File: src/hyper_defs.svh
// --------------------------------------------------
// bus widths and storage sizes of the block mover.
// --------------------------------------------------
`ifndef HYPER_DEFS_SVH
`define HYPER_DEFS_SVH

`define ADDR_W     12   // word address.
`define COUNT_W    6    // block length.
`define WORD_W     16
`define ROW_W      32   // one dram row, two words.
`define TAG_W      25   // ancillary tag.
`define LSAB_DEPTH 64   // words per section.
`define ROWS       2048 // rows per bank.

`endif

File: src/hyper_pkg.sv
// --------------------------------------------------
// mover state and controller operation types.
// --------------------------------------------------
package hyper_pkg;

	typedef enum logic [1:0] {
		ST_IDLE   = 2'd0,
		ST_RUN    = 2'd1,
		ST_REPORT = 2'd2  // finish up, then back to idle.
	} mover_state_e;

	typedef enum logic [1:0] {
		OP_NONE  = 2'd0,
		OP_WRITE = 2'd1,
		OP_READ  = 2'd2
	} mcu_op_e;

endpackage

File: src/hyper_mvblck_todram.sv
// --------------------------------------------------
// block-to-dram mover. drains one lsab section into
// dram rows and reports count, stop cause and tag.
// --------------------------------------------------
`timescale 1ns/1ns
`include "hyper_defs.svh"

module hyper_mvblck_todram
	import hyper_pkg::*;
(
	input  logic                      CLK,
	input  logic                      RST,
	input  logic [3:0]                lsab_stop,
	input  logic [3:0]                lsab_int,
	input  logic [3:0][`TAG_W-1:0]    lsab_ancill,
	output logic                      lsab_read,
	output logic [1:0]                lsab_section,
	input  logic [`ADDR_W-1:0]        wr_start,
	input  logic [`COUNT_W-1:0]       wr_count,
	input  logic [1:0]                wr_section,
	input  logic [1:0]                wr_bank,
	input  logic                      wr_issue,
	output logic [`COUNT_W-1:0]       wr_count_sent,
	output logic                      wr_working,
	output logic                      wr_irq,
	output logic                      wr_abrupt,
	output logic [`TAG_W-1:0]         wr_ancill,
	output logic [`ADDR_W-1:0]        coll_address,
	output logic [3:0]                we_array,
	output logic [1:0]                request_access
);
	mover_state_e          state;
	logic [`COUNT_W-1:0]   count_req;
	logic [`COUNT_W-1:0]   len_left;
	logic [`ADDR_W-1:0]    track_addr;
	logic [1:0]            bank;
	logic                  pop_prev;   // previous cycle popped.
	logic                  irq_last;   // flag of the last word taken.
	logic                  sel_stop;
	logic                  sel_int;
	logic [`TAG_W-1:0]     sel_ancill;
	logic                  read_more;
	logic                  go;
	logic                  trigger;

	assign sel_stop = lsab_stop[lsab_section];
	assign sel_int = lsab_int[lsab_section];
	assign sel_ancill = lsab_ancill[lsab_section];

	assign read_more = (len_left != '0);
	assign go = read_more && !sel_stop; // a word is popped this cycle.
	assign trigger = track_addr[0];     // odd word closes a pair.

	always_ff @(posedge CLK)
	begin
		if (!RST)
		begin
			state <= ST_IDLE;
			count_req <= '0;
			len_left <= '0;
			track_addr <= '0;
			bank <= '0;
			pop_prev <= 1'b0;
			irq_last <= 1'b0;
			lsab_read <= 1'b0;
			lsab_section <= '0;
			wr_count_sent <= '0;
			wr_working <= 1'b0;
			wr_irq <= 1'b0;
			wr_abrupt <= 1'b0;
			wr_ancill <= '0;
			coll_address <= '0;
			we_array <= '0;
			request_access <= '0;
		end
		else
		begin
			wr_working <= (state != ST_IDLE); // one cycle behind busy.
			case (state)
				ST_IDLE:
				begin
					lsab_section <= wr_section;
					count_req <= wr_count;
					len_left <= wr_count;
					track_addr <= wr_start;
					bank <= wr_bank;
					pop_prev <= 1'b0;
					irq_last <= 1'b0;
					request_access <= '0;
					if (wr_issue)
					begin
						lsab_read <= (wr_count != '0);
						state <= ST_RUN;
					end
				end
				ST_RUN:
				begin
					if (go)
					begin
						track_addr <= track_addr + 1'b1;
						len_left <= len_left - 1'b1;
						lsab_read <= (len_left > 1);
						irq_last <= sel_int;
					end
					else
					begin
						// done or ran dry. latch the report.
						lsab_read <= 1'b0;
						state <= ST_REPORT;
						wr_count_sent <= count_req - len_left;
						wr_irq <= irq_last;
						wr_abrupt <= read_more;
						wr_ancill <= sel_ancill;
					end
					pop_prev <= go;

					if (trigger)
					begin
						we_array <= {go, go, pop_prev, pop_prev}; // odd half on top.
						coll_address <= {track_addr[`ADDR_W-1:1], 1'b0};
						request_access <= bank;
					end
					else
						request_access <= '0;
				end
				ST_REPORT:
				begin
					request_access <= '0;
					state <= ST_IDLE;
				end
				default:
					state <= ST_IDLE;
			endcase
		end
	end

endmodule

File: config.mk
export PLATFORM = sky130hd
export DESIGN_NAME = hyper_mvblck_todram
export DESIGN_NICKNAME = d
export VERILOG_FILES = /design/src/hyper_pkg.sv /design/src/hyper_mvblck_todram.sv
export VERILOG_INCLUDE_DIRS = /design/src
export SDC_FILE = /design/constraint.sdc
export NUM_CORES = 1
export LEC_CHECK = 0
export BUFFER_PORTS_ARGS = -buffer_cell sky130_fd_sc_hd__buf_2
export CAP_MARGIN = 20
export CORE_MARGIN = 2
export CORE_UTILIZATION = 48
export CTS_CLUSTER_SIZE = 30
export DETAILED_ROUTE_END_ITERATION = 10
export HOLD_SLACK_MARGIN = 0.02
export PLACE_DENSITY_LB_ADDON = 0.12
export REMOVE_ABC_BUFFERS = 1
export SLEW_MARGIN = 20
export SYNTH_ARGS = -nofsm -noshare
export SYNTH_HDL_FRONTEND = slang
export SYNTH_SLANG_ARGS = --single-unit
File: constraint.sdc
create_clock -name CLK -period 2.2 [get_ports CLK]
set_input_delay 0.44 -clock CLK [delete_from_list [all_inputs] [get_ports CLK]]
set_output_delay 0.44 -clock CLK [all_outputs]
set_load 0.03 [all_outputs]
==> flow_summary.ini, run 1 <==
[run_status]
status = complete, no violations

[clock_network]
cts_tree = built
clk_pin_slew_worst_paths_ns = 0.08
cts-buffers-inserted = 9
root_buffer = clkbuf_8
cts_hold_buf = 0
cts_buffer_depth = 2
clk_latency_ns = 0.35
htree_num_levels = 3
clock-sinks = 82

[die]
die_x_um = 100
start_util_pct = 48.8
pin_count = 188
core_area_um2 = 9060
rows = 35
die-area_um2 = 9990
die_h_um = 100

[drt]
via_count = 4298
wire_per_inst_um = 14.8
dr.pass1.iters = 4
routed.top_layer = met4
dr_wl_met2_um = 6030
route.met3.wl_um = 620
routed_wl_um = 11800
drt_iter0_markers = 125
m1WireLength_um = 4860
antenna_left = 0
via_per_inst = 5.40
drc = 0

[timing]
worst_slew_pin_slew_ns = 0.585
setup_tns_ns = 0
drv_slew = 0
clock.fmax_ghz = 0.496
relSlewSlack_pct = 61.0
skew_ns = 0.0113
post-route-min-period_ns = 2.02
grt_setup_unrepaired = false
setup_violations = 0
hold_ws_ns = 0.331
hold_viol = 0
fin_crit_sh_pct = 91.7
finalWorstSetupSlack_ns = 0.182

[logic_synthesis]
yosysTopAreaCell = dfxtp_1
synth.top_cell.area_share_pct = 37.1
yosysWarnings = 0
synthTopCellsByArea = dfxtp_1, mux4_2, nand2_1
ys_seq_elements = 82
synth_area_per_cell_um2 = 8.80
ys.flop_type = dfxtp_1
synth_edf_count = 0
syn_area_um2 = 4420
ys_async_sr_fraction_pct = 0
seq_area_frac_synth_pct = 37.1
synth_cells = 502
synth_cell_type_count = 52

[power]
power_mw = 4.17
p_leak_nw = 2.58
vdd_drop_max_v = 0.000285
power_density_nw_per_um2 = 724

[finish]
nNetsFinal = 823
layout-drive-gt1-share_pct = 37.5
area_growth_syn_to_layout_pct = 30.2
fin_area_um2 = 5750
antennaDiodeCount = 0

[worst_setup_path]
start_kind = flop
rr_startpoint = lsab_section[0]$_SDFFE_PN0P_
worstSetupEndpoint = len_left[5]$_SDFFE_PN0P_
r2r_slack_ns = 0.18
worstSetupPathType = reg2reg
arrival_ns = 2.30
cp_max_fo = 12
required_ns = 2.49
crit_path_end_kind = flop
worstReg2RegEnd = len_left[5]$_SDFFE_PN0P_
reg2reg_depth = 5
startpoint = lsab_section[0]$_SDFFE_PN0P_

[global_route]
grt_max_degree = 33
grt_pass1_wl_um = 19000
antenna_found_initial = 0
gr-total-overflow = 0
grt_pass1_vias = 4107
globalRouteTotalUtil_pct = 23.8

[placement]
placed_cell_area_um2 = 5510
dp_slack_ns = 0.0401
gp_congestion = 0.915
io_buffer_count = 186
hpwl_um = 9150

[min_path]
min_from = wr_section[0]
min_path_cells = 3
hold_class = in2reg

[run]
maxCapViolCount = 0
[worst min path at each step]
stage / endpoint
6_report: lsab_section[0]$_SDFFE_PN0P_
4_1_cts: lsab_section[0]$_SDFFE_PN0P_
3_5_place_dp: wr_ancill[4]$_SDFFE_PN0P_
2_1_floorplan: we_array[1]$_SDFFE_PN0P_
3_3_place_gp: coll_address[9]$_SDFFE_PN0P_
5_1_grt: bank[1]$_SDFFE_PN0P_
[cell type report]
| class | count | area (um^2) |
|---|---|---|
| Timing Repair Buffer | 206 | 1140 |
| Clock buffer | 10 | 128 |
| Tap cell | 111 | 139 |
| Fill cell | 875 | 3310 |
| Multi-Input combinational cell | 369 | 2550 |
| Sequential cell | 82 | 1640 |
| Inverter | 12 | 45.0 |
| Clock inverter | 6 | 105 |
[per-stage QoR]
stage	std cells	utilization (%)
floorplan	463	-
global placement	780	60.8
detailed placement	780	60.8
CTS	796	63.4
global route	796	63.5
finish	796	63.5
[cells in the final DEF (no fill, tap or decap), types with 3 or more instances in the layout]
master / Yosys / layout
clkbuf_8: 0 / 9
ha_1: 9 / 9
bufinv_16: 0 / 3
xnor2_1: 4 / 4
a21o_1: 3 / 3
buf_4: 4 / 15
a21boi_0: 52 / 52
a21oi_1: 15 / 15
nand3_1: 11 / 11
buf_2: 6 / 186
buf_12: 0 / 5
dfxtp_1: 82 / 81
inv_1: 12 / 12
nor3_1: 8 / 8
o211a_1: 5 / 5
o31ai_1: 3 / 3
and3_1: 3 / 3
nor2b_1: 6 / 6
nor4_1: 5 / 5
o21ai_0: 16 / 16
and2_1: 3 / 3
nor2_1: 23 / 22
nand2_1: 137 / 137
o211ai_1: 3 / 3
mux4_2: 27 / 27
clkinv_2: 0 / 3
[power by group]
group	switching (mW)	internal [mW]
combinational	0.649	0.522
clock	0.531	0.749
sequential	0.105	1.61
total	1.28	2.88
[synthesized netlist by cell type (2+ instances only)]
library cell and n:
o211ai_1 3, a31oi_1 2, and2_1 3, nor2b_1 6, o221a_2 2, a211oi_1 2
nand3_1 11, o21a_1 2, o21ai_0 16, nand2_1 137, xnor2_1 4, buf_1 3
inv_1 12, o311a_1 2, o311ai_0 2, nand2b_1 2, ha_1 9, nor2_1 23
nand4_1 2, and3_1 3, nor3_1 8, a21boi_0 52, buf_4 4, buf_6 3
nor4_1 5, mux4_2 27, buf_2 6, o211a_1 5, o31ai_1 3, clkbuf_1 23
o22ai_1 2, a21oi_1 15, dfxtp_1 82, a21o_1 3
[cells by family after synthesis]
family                   share of synthesized area (%)
XOR/XNOR                                         0.991
AND/OR/NAND/NOR                                   19.5
adder cells (fa/ha/maj)                           3.00
buffers and inverters                             5.35
flip-flops                                        37.1
multiplexers                                      14.0
other                                           0.0849
AO/OA/AOI/OAI                                     19.9
[flip-flops by register name, summed over array words and instances (netlist names), 6 cells and up]
signal         flops
wr_ancill         25
track_addr        12
coll_address      11
count_req          6
len_left           6
wr_count_sent      6
[worst max-delay path, cell delays in order, from the launching register on]
cell and delay (ns):
dfxtp_2 0.35, mux4_2 0.54, a21o_1 0.26, a21o_1 0.37, a211o_1 0.32, a21oi_1 0.11
[per-layer routing]
layer / global-route usage [%] / up-vias
li1: - / 2117
met1: 28.9 / 2004
met2: 42.2 / 155
met3: 3.41 / 22
met4: 10.3 / 0
met5: 0 / -
[timing repair]
| item | 4_1_cts | 5_1_grt |
|---|---|---|
| gates resized for setup | 0 | 1 |
| setup buffers | 0 | 0 |
| setup endpoints to repair | 0 | 20 |
Note: power is estimated with default switching activity, not from simulation.
==> run 2: changes to the inputs <==
Settings changed: RECOVER_POWER from default to 50, TNS_END_PERCENT from default to 30.
==> run 2 against run 1 <==
  * Setup slack lost 0.0015 ns
  * Clock-buffer cell count unchanged
  * Sequential share of layout area is 0.36 points higher
  * First-iteration DRC count up 8.8%
  * Final area down 1.2%
  * Power fell by 0.42%
  * Register-to-register slack hardly changed
  * Clock power barely moved
  * Hold slack worse by 0.0015 ns
  * Via count grew 0.44%
  * Critical endpoint unchanged
  * Largest power group unchanged
==> flow_summary.ini, run 2 (synthesis results as in run 1) <==
[clock_network]
cts_buffer_depth = 2
htree_num_levels = 3
clk_latency_ns = 0.35
cts_setup_buffers = 0
clock-sinks = 82
cts-buffers-inserted = 9
root_buffer = clkbuf_8
cts_tree = built
clk_pin_slew_worst_paths_ns = 0.08

[timing]
worst_slew_pin_slew_ns = 1.39
post-route-min-period_ns = 2.02
hold_viol = 0
fin_crit_sh_pct = 91.8
setup_tns_ns = 0
setup_violations = 0
clock.fmax_ghz = 0.495
relSlewSlack_pct = 7.27
skew_ns = 0.00794
grt_setup_unrepaired = false
drv_slew = 0

[drt]
via_per_inst = 5.42
wire_per_inst_um = 14.9
drc = 0
drt_iter0_markers = 136
dr.pass1.iters = 5
routed_wl_um = 11800
via_count = 4317
antenna_left = 0

[die]
core_area_um2 = 9060
start_util_pct = 48.8
die_h_um = 100
pin_count = 188
rows = 35
die_x_um = 100
die-area_um2 = 9990

[finish]
layoutNonFillerInstCount = 796
fillers = 900
final_core_util_pct = 62.7
layout-drive-gt1-share_pct = 29.8
top_register = wr_ancill
final_cell_mix = nand2_1, buf_2, dfxtp_1
antennaDiodeCount = 0
largest_register_ffs = 25
seqCellArea_um2 = 1640
area_growth_syn_to_layout_pct = 28.5
final_common_cell = nand2_1
multiInputGateArea_um2 = 2550
nNetsFinal = 823
top_regs = wr_ancill: 25 flops, track_addr: 12 flops, coll_address: 11 flops
fin_area_um2 = 5680

[placement]
io_buffer_count = 186
hpwl_um = 9150
placed_cell_area_um2 = 5510
dp.cells = 780
gp_congestion = 0.915

[worst_setup_path]
worstSetupPathType = reg2reg
cp_num_cells = 5
start_kind = flop
rr_startpoint = lsab_section[0]$_SDFFE_PN0P_
critPathMaxStageDelay_ns = 0.54
crit_path_end_kind = flop
path_cells = mux4_2, a21o_1, a21o_1, a211o_1, a21oi_1
cp_top_family = compound AO/OA/AOI/OAI gates
reg2reg_depth = 5
worstReg2RegEnd = len_left[5]$_SDFFE_PN0P_
cp_max_fo = 12
crit_slowest_cell = mux4_2
required_ns = 2.48
cpMostUsedCell = a21o_1
path_buf_inv = 0
r2r_slack_ns = 0.18
arrival_ns = 2.30

[global_route]
antenna_found_initial = 0
grt_pass1_wl_um = 19000
grt_pass1_vias = 4107
grt_max_degree = 33
globalRouteTotalUtil_pct = 23.8
gr-total-overflow = 0

[power]
power_density_nw_per_um2 = 730
vdd_drop_max_v = 0.000286
p_leak_nw = 2.35
power_mw = 4.15

[min_path]
min_path_cells = 3
min_from = wr_section[0]
min_to = lsab_section[0]$_SDFFE_PN0P_
hold_class = in2reg

[run]
maxCapViolCount = 0

[run_status]
status = complete, no violations
[run 2: worst reg2reg max path, stage by stage (launching register included)]
cell     delay, ns
dfxtp_2       0.35
mux4_2        0.54
a21o_1        0.26
a21o_1        0.37
a211o_1       0.33
a21oi_1       0.11
[run 2: layout make-up]
class	instances	area share, %
Multi-Input combinational cell	369	44.9
Sequential cell	82	28.9
Timing Repair Buffer	206	18.9
Tap cell	111	2.44
Clock buffer	10	2.25
Clock inverter	6	1.85
Inverter	12	0.793
[run 2: per-stage QoR]
step	hold slack, ns	setup WS, ns
after floorplan	0.441	-1.25
after global placement	0.448	0.0617
after detailed placement	0.452	0.0401
after CTS	0.319	0.0514
after global routing	0.352	0.0709
final	0.329	0.181
[run 2: worst max-delay path by stage]
stage	slack [ns]	to	start
after floorplan	-1.25	wr_count_sent[5]$_SDFFE_PN0P_	lsab_section[0]$_SDFFE_PN0P_
after global placement	0.06	len_left[5]$_SDFFE_PN0P_	lsab_stop[3]
after detailed placement	0.04	len_left[5]$_SDFFE_PN0P_	lsab_stop[3]
after CTS	0.05	wr_count_sent[5]$_SDFFE_PN0P_	len_left[2]$_SDFFE_PN0P_
after global routing	0.07	track_addr[7]$_SDFFE_PN0P_	lsab_section[0]$_SDFFE_PN0P_
final	0.18	len_left[5]$_SDFFE_PN0P_	lsab_section[0]$_SDFFE_PN0P_
[run 2: repair_timing]
action,4_1_cts,5_1_grt
gates resized for setup,0,1
hold buffers,0,0
endpoints found under the setup margin,0,20
[run 2: power by group]
| group | internal [mW] | switching, mW |
|---|---|---|
| clock | 0.749 | 0.529 |
| sequential | 1.61 | 0.107 |
| combinational | 0.504 | 0.650 |
[run 2: per-layer routing]
metal / routed length (um) / share of wire [%] / global-route usage (%) / up-vias
met2: 6120 / 52 / 42.2 / 153
met4: 309 / 2.6 / 10.3 / 0
met3: 641 / 5.4 / 3.41 / 22
li1: - / - / - / 2118
met1: 4770 / 40 / 28.9 / 2024
met5: 0 / 0 / 0 / -
