### src/hyper_defs.svh
// --------------------------------------------------
// bus widths and storage sizes of the block mover.
// --------------------------------------------------
`ifndef HYPER_DEFS_SVH
`define HYPER_DEFS_SVH

`define ADDR_W     12   // word address.
`define COUNT_W    6    // block length.
`define WORD_W     16
`define ROW_W      32   // one dram row, two words.
`define TAG_W      25   // ancillary tag.
`define LSAB_DEPTH 64   // words per section.
`define ROWS       2048 // rows per bank.

`endif

### src/hyper_pkg.sv
// --------------------------------------------------
// mover state and controller operation types.
// --------------------------------------------------
package hyper_pkg;

	typedef enum logic [1:0] {
		ST_IDLE   = 2'd0,
		ST_RUN    = 2'd1,
		ST_REPORT = 2'd2  // finish up, then back to idle.
	} mover_state_e;

	typedef enum logic [1:0] {
		OP_NONE  = 2'd0,
		OP_WRITE = 2'd1,
		OP_READ  = 2'd2
	} mcu_op_e;

endpackage

### src/hyper_mvblck_fromdram.sv
// --------------------------------------------------
// dram-to-host mover. one word per granted cycle to
// the host read port.
// --------------------------------------------------
`timescale 1ns/1ns
`include "hyper_defs.svh"

module hyper_mvblck_fromdram
	import hyper_pkg::*;
(
	input  logic                  CLK,
	input  logic                  RST,
	input  logic                  rd_issue,
	input  logic [`ADDR_W-1:0]    rd_start,
	input  logic [`COUNT_W-1:0]   rd_count,
	input  logic                  rd_bank,
	output logic                  rd_req,
	output logic [`ADDR_W-1:0]    rd_addr,
	output logic                  rd_bank_sel,
	input  logic                  rd_grant,
	input  logic [`WORD_W-1:0]    mem_rdata,
	output logic [`WORD_W-1:0]    rd_data,
	output logic                  rd_valid,
	output logic                  rd_busy
);
	mover_state_e          state;
	logic [`COUNT_W-1:0]   left;
	logic                  mem_valid; // word arriving from the controller.

	assign rd_req = (state == ST_RUN);
	assign rd_busy = (state != ST_IDLE);

	always_ff @(posedge CLK)
	begin
		if (!RST)
		begin
			state <= ST_IDLE;
			left <= '0;
			rd_addr <= '0;
			rd_bank_sel <= 1'b0;
			mem_valid <= 1'b0;
			rd_valid <= 1'b0;
		end
		else
		begin
			mem_valid <= rd_grant;
			rd_valid <= mem_valid;
			case (state)
				ST_IDLE:
					if (rd_issue)
					begin
						rd_addr <= rd_start;
						left <= rd_count;
						rd_bank_sel <= rd_bank;
						state <= (rd_count != '0) ? ST_RUN : ST_REPORT;
					end
				ST_RUN:
					if (rd_grant) // no grant, address holds.
					begin
						rd_addr <= rd_addr + 1'b1;
						left <= left - 1'b1;
						if (left == 1)
							state <= ST_REPORT;
					end
				ST_REPORT:
					if (!mem_valid)
						state <= ST_IDLE; // last word already out.
				default:
					state <= ST_IDLE;
			endcase
		end
	end

	// --------------------------------------------------
	// data stage
	// --------------------------------------------------
	always_ff @(posedge CLK)
	begin
		if (mem_valid)
			rd_data <= mem_rdata;
	end

endmodule

### config.mk
export PLATFORM = sky130hd
export DESIGN_NAME = hyper_mvblck_fromdram
export DESIGN_NICKNAME = d
export VERILOG_FILES = /design/src/hyper_pkg.sv /design/src/hyper_mvblck_fromdram.sv
export VERILOG_INCLUDE_DIRS = /design/src
export SDC_FILE = /design/constraint.sdc
export NUM_CORES = 1
export LEC_CHECK = 0
export BUFFER_PORTS_ARGS = -buffer_cell sky130_fd_sc_hd__buf_2
export CAP_MARGIN = 20
export CORE_ASPECT_RATIO = 0.9
export CORE_MARGIN = 10
export CORE_UTILIZATION = 38
export DETAILED_ROUTE_END_ITERATION = 6
export PLACE_DENSITY = 0.76
export SLEW_MARGIN = 10
export SYNTH_ARGS = -nofsm -noshare
export SYNTH_HDL_FRONTEND = slang
export SYNTH_SLANG_ARGS = --single-unit
### constraint.sdc
create_clock -name CLK -period 2.22 [get_ports CLK]
set_clock_uncertainty 0.1 [all_clocks]
set_input_delay 0.333 -clock CLK [delete_from_list [all_inputs] [get_ports CLK]]
set_output_delay 0.333 -clock CLK [all_outputs]
set_load 0.03 [all_outputs]
==> results of run 1 <==
==> cells by family (layout without fill, tap and decap cells) <==
group,count (synthesis),after routing,share of synthesized area
xor gates and xnor gates,1,1,0.00479
AOI/OAI and AO/OA,57,57,0.203
buffers and inverters,17,87,0.0520
adders and majority gates,3,3,0.0205
and+or+nand+nor,60,60,0.187
muxes,2,2,0.0178
DFF,39,39,0.514
==> path summary, 6_finish.rpt <==
| path | depth (start not counted) | to | slack (ps) | start |
|---|---|---|---|---|
| worst min-delay path | 1 | rd_data[2]$_DFFE_PP_ | 120 | mem_rdata[2] |
| worst min register to register | 2 | rd_bank_sel$_SDFFE_PN0P_ | 390 | rd_bank_sel$_SDFFE_PN0P_ |
| worst max register to register | 5 | rd_addr[8]$_SDFFE_PN0P_ | 290 | rd_addr[0]$_SDFFE_PN0P_ |
| worst max-delay path | 3 | rd_req | 190 | state[1]$_SDFFE_PN0P_ |
==> cells in the mapped netlist, types with 2 or more instances <==
cell / number
buf_2: 4
a21o_1: 2
and4bb_2: 2
nand3_1: 7
nor3_1: 4
edfxtp_1: 16
nor4_1: 3
o21ai_0: 5
nand2b_1: 5
a21oi_1: 18
o22ai_1: 3
or4_1: 2
o31ai_1: 3
a211oi_1: 8
or2_2: 3
nor2b_1: 2
nor2_1: 9
nand2_1: 10
and2_1: 2
a311oi_1: 3
nand3b_1: 2
a31oi_1: 2
ha_1: 3
inv_1: 6
o21a_1: 3
buf_6: 3
o21ai_1: 3
dfxtp_1: 23
nand4_1: 4
clkbuf_1: 3
o221a_2: 2
==> metal layers <==
| metal | wire length, um | vias up |
|---|---|---|
| met3 | 469 | 4 |
| met4 | 37 | 0 |
| met1 | 2310 | 765 |
| met2 | 2200 | 82 |
| met5 | 0 | - |
| li1 | - | 814 |
==> layout make-up <==
type | instances | area (um2)
Fill cell | 454 | 2250
Sequential cell | 39 | 941
Multi-Input combinational cell | 123 | 793
Timing Repair Buffer | 73 | 373
Tap cell | 62 | 77.6
Clock buffer | 6 | 72.6
Inverter | 6 | 22.5
Clock inverter | 2 | 12.5
==> cell usage in the layout (no fill, tap or decap), drive strengths merged, types with 2 or more instances in the layout <==
| master | Yosys | final |
|---|---|---|
| or4 | 2 | 2 |
| nor2 | 10 | 10 |
| nand3 | 7 | 7 |
| a21oi | 18 | 18 |
| a311oi | 3 | 3 |
| o221a | 2 | 2 |
| o31ai | 3 | 3 |
| mux2i | 2 | 2 |
| o21ai | 8 | 8 |
| nor3 | 4 | 4 |
| and4bb | 2 | 2 |
| nand2b | 5 | 5 |
| clkbuf | 3 | 6 |
| o22ai | 3 | 3 |
| nand4 | 4 | 4 |
| or2 | 4 | 4 |
| nand3b | 2 | 2 |
| edfxtp | 16 | 16 |
| buf | 8 | 73 |
| a211oi | 8 | 8 |
| inv | 6 | 6 |
| nor2b | 2 | 2 |
| nand2 | 10 | 10 |
| a31oi | 2 | 2 |
| and2 | 2 | 2 |
| o21a | 3 | 3 |
| ha | 3 | 3 |
| a21o | 2 | 2 |
| nor4 | 3 | 3 |
| dfxtp | 23 | 23 |
==> sequential cells by signal, summed over array words and instances, names as in the netlist <==
signal,cells
rd_addr,12
state,2
rd_data,16
rd_bank_sel,1
rd_valid,1
mem_valid,1
left,6
==> power by group through the flow <==
stage	Clock, mW	Sequential, mW	Combinational (mW)
4_1_cts	0.477	0.907	0.593
3_5_place_dp	0	0.923	0.590
5_1_grt	0.521	0.920	0.647
6_report	0.462	0.909	0.589
2_1_floorplan	0	1.01	0.343
3_3_place_gp	0	0.919	0.578
==> stage by stage <==
stage | instance area (um2) | setup WS, ps | hold slack, ps
after floorplan | 1830 | 278 | 332
after global placement | 2210 | 393 | 362
after detailed placement | 2210 | 297 | 379
after CTS | 2290 | 178 | 106
after global routing | 2290 | 68.7 | 104
final | 2290 | 185 | 115
==> results.yml, run 1 <==
outcome:
  status: "finished, final reports clean"
cells_and_area:
  synthToLayoutAreaGrowth_pct: 25.3
  layout.nets: 290
  drive_gt1_frac: 0.361
  post-route-util: 0.504
  stdcell_count: 311
  diodes: 0
cts:
  numCtsBuffers: 5
  cts_tree: "built"
  clock-root-buffer: "clkbuf_8"
  clkTransAtPathRegs_ps: 80
  htree_levels: 2
  cts_setup_buffers: 0
  hold_buffers: 0
  ctsResizeCount: 0
  cts_buffer_depth: 2
  clock_sinks: 39
  clock_latency_ps: 290
timing:
  worstMarginPinSlew_ps: 539
  period_share: 0.917
  hold_viol: 0
  grt_setup_unrepaired: "no"
  fin_tns_setup_ps: 0
  fin_crit_ps: 2030
  slew_viol_final: 0
  setup_viol: 0
  fmax_ghz: 0.491
  max_slew_margin: 0.640
global_routing:
  grt_use_met1: 0.149
  grt.met3_usage: 0.0514
  grtUsageMet2: 0.196
  antenna_found_initial: 0
  grt.total_usage: 0.123
  grt_pass1_vias: 1628
  grt.busiest_layer: "met2"
  grt_max_degree: 26
  grt_pass1_wl_mm: 8.03
  grt-ovfl-total: 0
worst_setup_path:
  cp_slowest_cell: "dfxtp_1"
  slowest_delay_ps: 510
  startpoint_type: "flop"
  path_cells: "nand2b_1 > inv_1 > buf_2"
  worstPathRequired_ps: 1790
  cp.arrival_ps: 1600
  crit_fanout: 11
  endpoint_kind: "output port"
  worst-setup-path-type: "flop to output port"
  critPathBufInv: 2
  crit_family: "flip-flops"
route:
  avgViaCountPerCell: 5.35
  drt_first_pass_iters: 4
  drc: 0
  wl_per_cell_um: 16.1
  drt_wl_total_mm: 5.02
  vias: 1665
  drtIter0Drc: 98
  detail-route-antenna-nets: 0
job:
  cap_violations: 0
die:
  dieWidth_um: 93.1
  initial_core_util: 0.402
  coreArea_mm2: 0.00455
  die_h_um: 85.8
  fp.dieArea_mm2: 0.00799
  ios: 71
  rows: 23
yosys:
  synth_area_leader_cell: "edfxtp_1"
  synthCells: 179
  synth_top_area_frac: 0.263
  yosysWarnings: 0
  ys_async_sr_fraction: 0
  synth_area_leaders: "edfxtp_1 26%, dfxtp_1 25%, a21oi_1 4.9%"
  postSynthAreaPerCell_um2: 10.2
  synth_cell_types: 45
  synth_area_mm2: 0.00183
  ys_seq_area_frac: 0.514
  synth_seq_cells: 39
  synth_nets: 221
  yosys_most_used_dff: "dfxtp_1"
  synth-edff-count: 16
power:
  netSwitchingFraction: 0.357
  intPower_mw: 1.26
  switching_power_mw: 0.699
  finalPower_mw: 1.96
  power_leakage_nw: 0.938
  vdd.ir_drop.worst_v: 0.000405
  pwr-share-clk: 0.236
  p_per_area_mw_per_mm2: 855
  sequentialPowerShare: 0.464
  p_comb_frac: 0.301
placement:
  port_buffers: 70
  dp_hpwl_mm: 3.86
  gp_congestion: 0.871
  dp_cells: 303
hold_path:
  hp-class: "primary input to flop"
Note: power is estimated with default switching activity, not from simulation.
==> run 2, diff against run 1 <==
--- a/constraint.sdc
+++ b/constraint.sdc
@@ -4,2 +4,2 @@
 set_output_delay 0.333 -clock CLK [all_outputs]
-set_load 0.03 [all_outputs]
+set_load 0.02 [all_outputs]
==> results.yml, run 2 (same netlist as run 1, synthesis figures left out) <==
cells_and_area:
  final_cell_mix: "70 x buf_2, 23 x dfxtp_1, 18 x a21oi_1"
  diodes: 0
  synthToLayoutAreaGrowth_pct: 27.9
  largest_register: "rd_data"
  post-route-util: 0.515
  layout.nets: 290
  stdcell_count: 311
  top_regs: "rd_data (16), rd_addr (12), left (6)"
  final_common_cell: "buf_2"
  largest_reg_flops: 16
  fill_cells: 438
  drive_gt1_frac: 0.361
placement:
  gp_congestion: 0.886
  port_buffers: 70
  dp_hpwl_mm: 3.85
  dp_cells: 303
global_routing:
  grt-ovfl-total: 0
  antenna_found_initial: 0
  grt_pass1_vias: 1525
  grt.total_usage: 0.121
  grt_max_degree: 25
  grt_pass1_wl_mm: 7.80
timing:
  slew_viol_final: 0
  hold_slack_ps: 117
  worstMarginPinSlew_ps: 557
  max_slew_margin: 0.628
  fin_tns_setup_ps: 0
  fin_crit_ps: 2080
  fmax_ghz: 0.480
  grt_setup_unrepaired: "no"
  setup_viol: 0
  hold_viol: 0
  period_share: 0.939
die:
  die_h_um: 85.8
  dieWidth_um: 93.1
  ios: 71
  initial_core_util: 0.402
  fp.dieArea_mm2: 0.00799
  rows: 23
  coreArea_mm2: 0.00455
worst_setup_path:
  crit_family: "buffers and inverters"
  worst-setup-path-type: "flop to output port"
  crit_fanout: 11
  slowest_delay_ps: 500
  cp.arrival_ps: 1650
  startpoint_type: "flop"
  worstRegToRegCells: 5
  endpoint_kind: "output port"
  r2r-start: "rd_addr[0]$_SDFFE_PN0P_"
  crit_cells: 3
  rrSetupSlack_ps: 290
  crit_start: "state[0]$_SDFFE_PN0P_"
  cp_slowest_cell: "dfxtp_1"
  worstPathRequired_ps: 1790
  critPathBufInv: 2
  r2r_end: "rd_addr[8]$_SDFFE_PN0P_"
  path_cells: "nand2b_1 > inv_1 > buf_2"
outcome:
  status: "finished, final reports clean"
power:
  p_per_area_mw_per_mm2: 914
  finalPower_mw: 2.14
  power_leakage_nw: 0.962
  vdd.ir_drop.worst_v: 0.000425
hold_path:
  hold_depth: 1
  hp-class: "primary input to flop"
  min_to: "rd_data[9]$_DFFE_PP_"
  hold_start: "mem_rdata[9]"
cts:
  clock-root-buffer: "clkbuf_8"
  htree_levels: 2
  cts_tree: "built"
  cts_setup_buffers: 0
  clock_latency_ps: 290
  cts_buffer_depth: 2
  numCtsBuffers: 5
  clock_sinks: 39
  hold_buffers: 0
  ctsResizeCount: 0
  clkTransAtPathRegs_ps: 70
route:
  vias: 1661
  drt_first_pass_iters: 4
  drtIter0Drc: 79
  drc: 0
  drt_wl_total_mm: 5.05
  avgViaCountPerCell: 5.34
  detail-route-antenna-nets: 0
  wl_per_cell_um: 16.2
job:
  cap_violations: 0
==> run 2: changes by cell type in the layout (fill, tap and decap cells not counted) <==
cell	before	now
clkinv_2	1	0
bufinv_16	0	2
clkinvlp_4	1	0
==> run 2: report_power, final <==
group	leakage [nW]	internal, mW	switching, mW
Combinational	0.556	0.216	0.323
Clock	0.0654	0.449	0.241
Sequential	0.341	0.825	0.0854
Total	0.962	1.49	0.649
==> run 2: metrics by stage <==
| step | cell area (um2) | setup slack [ps] |
|---|---|---|
| final | 2340 | 136 |
| after global routing | 2340 | 33.0 |
| after CTS | 2340 | 169 |
| after detailed placement | 2210 | 307 |
| after global placement | 2210 | 399 |
| after floorplan | 1830 | 363 |
==> run 2: cell type report <==
cell class	instances	area, um2	share of cell area
timing repair buffer	73	373	0.159
inverter	6	22.5	0.00963
tap	62	77.6	0.0332
clock inverter	2	60.1	0.0257
sequential	39	941	0.402
clock buffer	6	72.6	0.0310
multi-input combinational	123	793	0.339
==> run 2: worst register-to-register path: stages, from the launching register on <==
cell and delay, ps:
dfxtp_1 430, ha_1 260, nand4_1 260, or4_1 570
o21ai_1 100, a211oi_1 90
==> run 2: how the worst max path moves through the flow <==
stage	to	slack (ps)
2_1_floorplan	rd_addr[10]$_SDFFE_PN0P_	360
3_3_place_gp	rd_addr[10]$_SDFFE_PN0P_	400
3_5_place_dp	rd_addr[10]$_SDFFE_PN0P_	310
4_1_cts	rd_req	170
5_1_grt	rd_req	30
6_report	rd_req	140
==> run 2: routing by layer <==
metal | global-route usage | up-vias | part of all wire
li1 | - | 815 | -
met1 | 0.152 | 736 | 0.45
met2 | 0.181 | 102 | 0.43
met3 | 0.0540 | 8 | 0.11
met4 | 0.0392 | 0 | 0.0099
met5 | 0 | - | 0
==> run 3, diff against run 2 <==
--- a/config.mk
+++ b/config.mk
@@ -15,2 +15,3 @@
 export PLACE_DENSITY = 0.76
+export SETUP_SLACK_MARGIN = 0.3
 export SLEW_MARGIN = 10
--- a/constraint.sdc
+++ b/constraint.sdc
@@ -4,2 +4,2 @@
 set_output_delay 0.333 -clock CLK [all_outputs]
-set_load 0.02 [all_outputs]
+set_load 0.05 [all_outputs]
==> results.yml, run 3 (same netlist as run 1, synthesis figures left out) <==
cts:
  htree_levels: 2
  hold_buffers: 0
  clock_sinks: 39
  clock_latency_ps: 290
  cts_buffer_depth: 2
  clkTransAtPathRegs_ps: 80
  cts_tree: "built"
  clock-root-buffer: "clkbuf_8"
  numCtsBuffers: 5
worst_setup_path:
  worst-setup-path-type: "flop to output port"
  cp_slowest_cell: "dfxtp_2"
  slowest_delay_ps: 360
  crit_fanout: 15
  endpoint_kind: "output port"
  worstPathRequired_ps: 1790
  path_cells: "buf_4 > or2_2 > buf_2"
  startpoint_type: "flop"
  cp.arrival_ps: 1380
cells_and_area:
  multi_input_area_um2: 796
  layout.nets: 293
  fill_cells: 419
  largest_reg_flops: 16
  top_regs: "rd_data (16), rd_addr (12), left (6)"
  stdcell_count: 314
  drive_gt1_frac: 0.393
  diodes: 0
  largest_register: "rd_data"
  synthToLayoutAreaGrowth_pct: 27.1
  final_common_cell: "buf_2"
  final_cell_mix: "69 x buf_2, 19 x dfxtp_1, 18 x a21oi_1"
  seq_area_um2: 946
power:
  vdd.ir_drop.worst_v: 0.000546
  p_per_area_mw_per_mm2: 884
  power_leakage_nw: 0.952
outcome:
  status: "finished, final reports clean"
global_routing:
  grt.total_usage: 0.118
  grt_max_degree: 25
  grt_pass1_wl_mm: 7.80
  grt-ovfl-total: 0
  grt_pass1_vias: 1620
  antenna_found_initial: 0
timing:
  slew_viol_final: 0
  max_slew_margin: 0.652
  grt_setup_unrepaired: "no"
  period_share: 0.817
  fmax_ghz: 0.551
  hold_viol: 0
  fin_tns_setup_ps: 0
  fin_crit_ps: 1810
  setup_viol: 0
  worstMarginPinSlew_ps: 521
route:
  top_layer_used: "met4"
  wl_met2_mm: 2.02
  routed-wl-met3_um: 564
  detail-route-antenna-nets: 0
  drc: 0
  drtIter0Drc: 111
  wl_per_cell_um: 15.5
  drt_first_pass_iters: 5
  vias: 1668
  avgViaCountPerCell: 5.31
  drt_wl_total_mm: 4.85
  met1_length_mm: 2.19
die:
  ios: 71
  initial_core_util: 0.402
  rows: 23
  dieWidth_um: 93.1
  die_h_um: 85.8
  fp.dieArea_mm2: 0.00799
  coreArea_mm2: 0.00455
placement:
  dp_cells: 305
  port_buffers: 70
  dp_hpwl_mm: 3.78
  gp_congestion: 0.884
job:
  cap_violations: 0
hold_path:
  hp-class: "primary input to flop"
run 3: worst paths after layout:
| path | startpoint | to | slack [ps] | cells after the start |
|---|---|---|---|---|
| setup / recovery | state[0]$_SDFFE_PN0P_ | rd_busy | 410 | 3 |
| hold / removal | mem_rdata[12] | rd_data[12]$_DFFE_PP_ | 120 | 1 |
| setup reg to reg | rd_addr[0]$_SDFFE_PN0P_ | rd_addr[8]$_SDFFE_PN0P_ | 420 | 5 |
| hold reg to reg | rd_bank_sel$_SDFFE_PN0P_ | rd_bank_sel$_SDFFE_PN0P_ | 390 | 2 |
run 3: cell type report:
| type | instances | share of cell area |
|---|---|---|
| sequential | 39 | 0.407 |
| multi-input combinational | 123 | 0.342 |
| timing repair buffer | 76 | 0.171 |
| tap | 62 | 0.0334 |
| clock buffer | 6 | 0.0312 |
| inverter | 6 | 0.00969 |
| clock inverter | 2 | 0.00538 |
run 3: where the power goes:
part	internal (mW)	switching (mW)
registers	0.828	0.0808
logic	0.226	0.461
clock network	0.219	0.240
run 3: routing by layer:
layer / GRT usage / vias up
li1: - / 819
met1: 0.143 / 746
met2: 0.174 / 90
met3: 0.0636 / 13
met4: 0.0392 / 0
met5: 0 / -
run 3: stage by stage:
| step | area, um2 | power [mW] | util | hold WS [ps] | worst slack, ps |
|---|---|---|---|---|---|
| floorplan | 1830 | 1.45 | - | 332 | 334 |
| global placement | 2230 | 1.60 | 0.490 | 365 | 458 |
| detailed placement | 2230 | 1.60 | 0.490 | 371 | 376 |
| CTS | 2310 | 2.06 | 0.509 | 109 | 317 |
| global route | 2320 | 2.18 | 0.511 | 95.3 | 335 |
| finish | 2320 | 2.05 | 0.511 | 118 | 406 |
run 3: worst max-delay path, delay by kind of cell, from the launching register on:
kind / cells / cell delay (ps)
buffers and inverters: 2 / 410
DFF: 1 / 360
and+or+nand+nor: 1 / 320
run 3: what timing repair did:
item | 4_1_cts | 5_1_grt
cloned | 0 | 0
endpoints found under the setup margin | 1 | 4
buffers inserted | 0 | 1
pin swaps | 0 | 1
gates resized for setup | 2 | 2
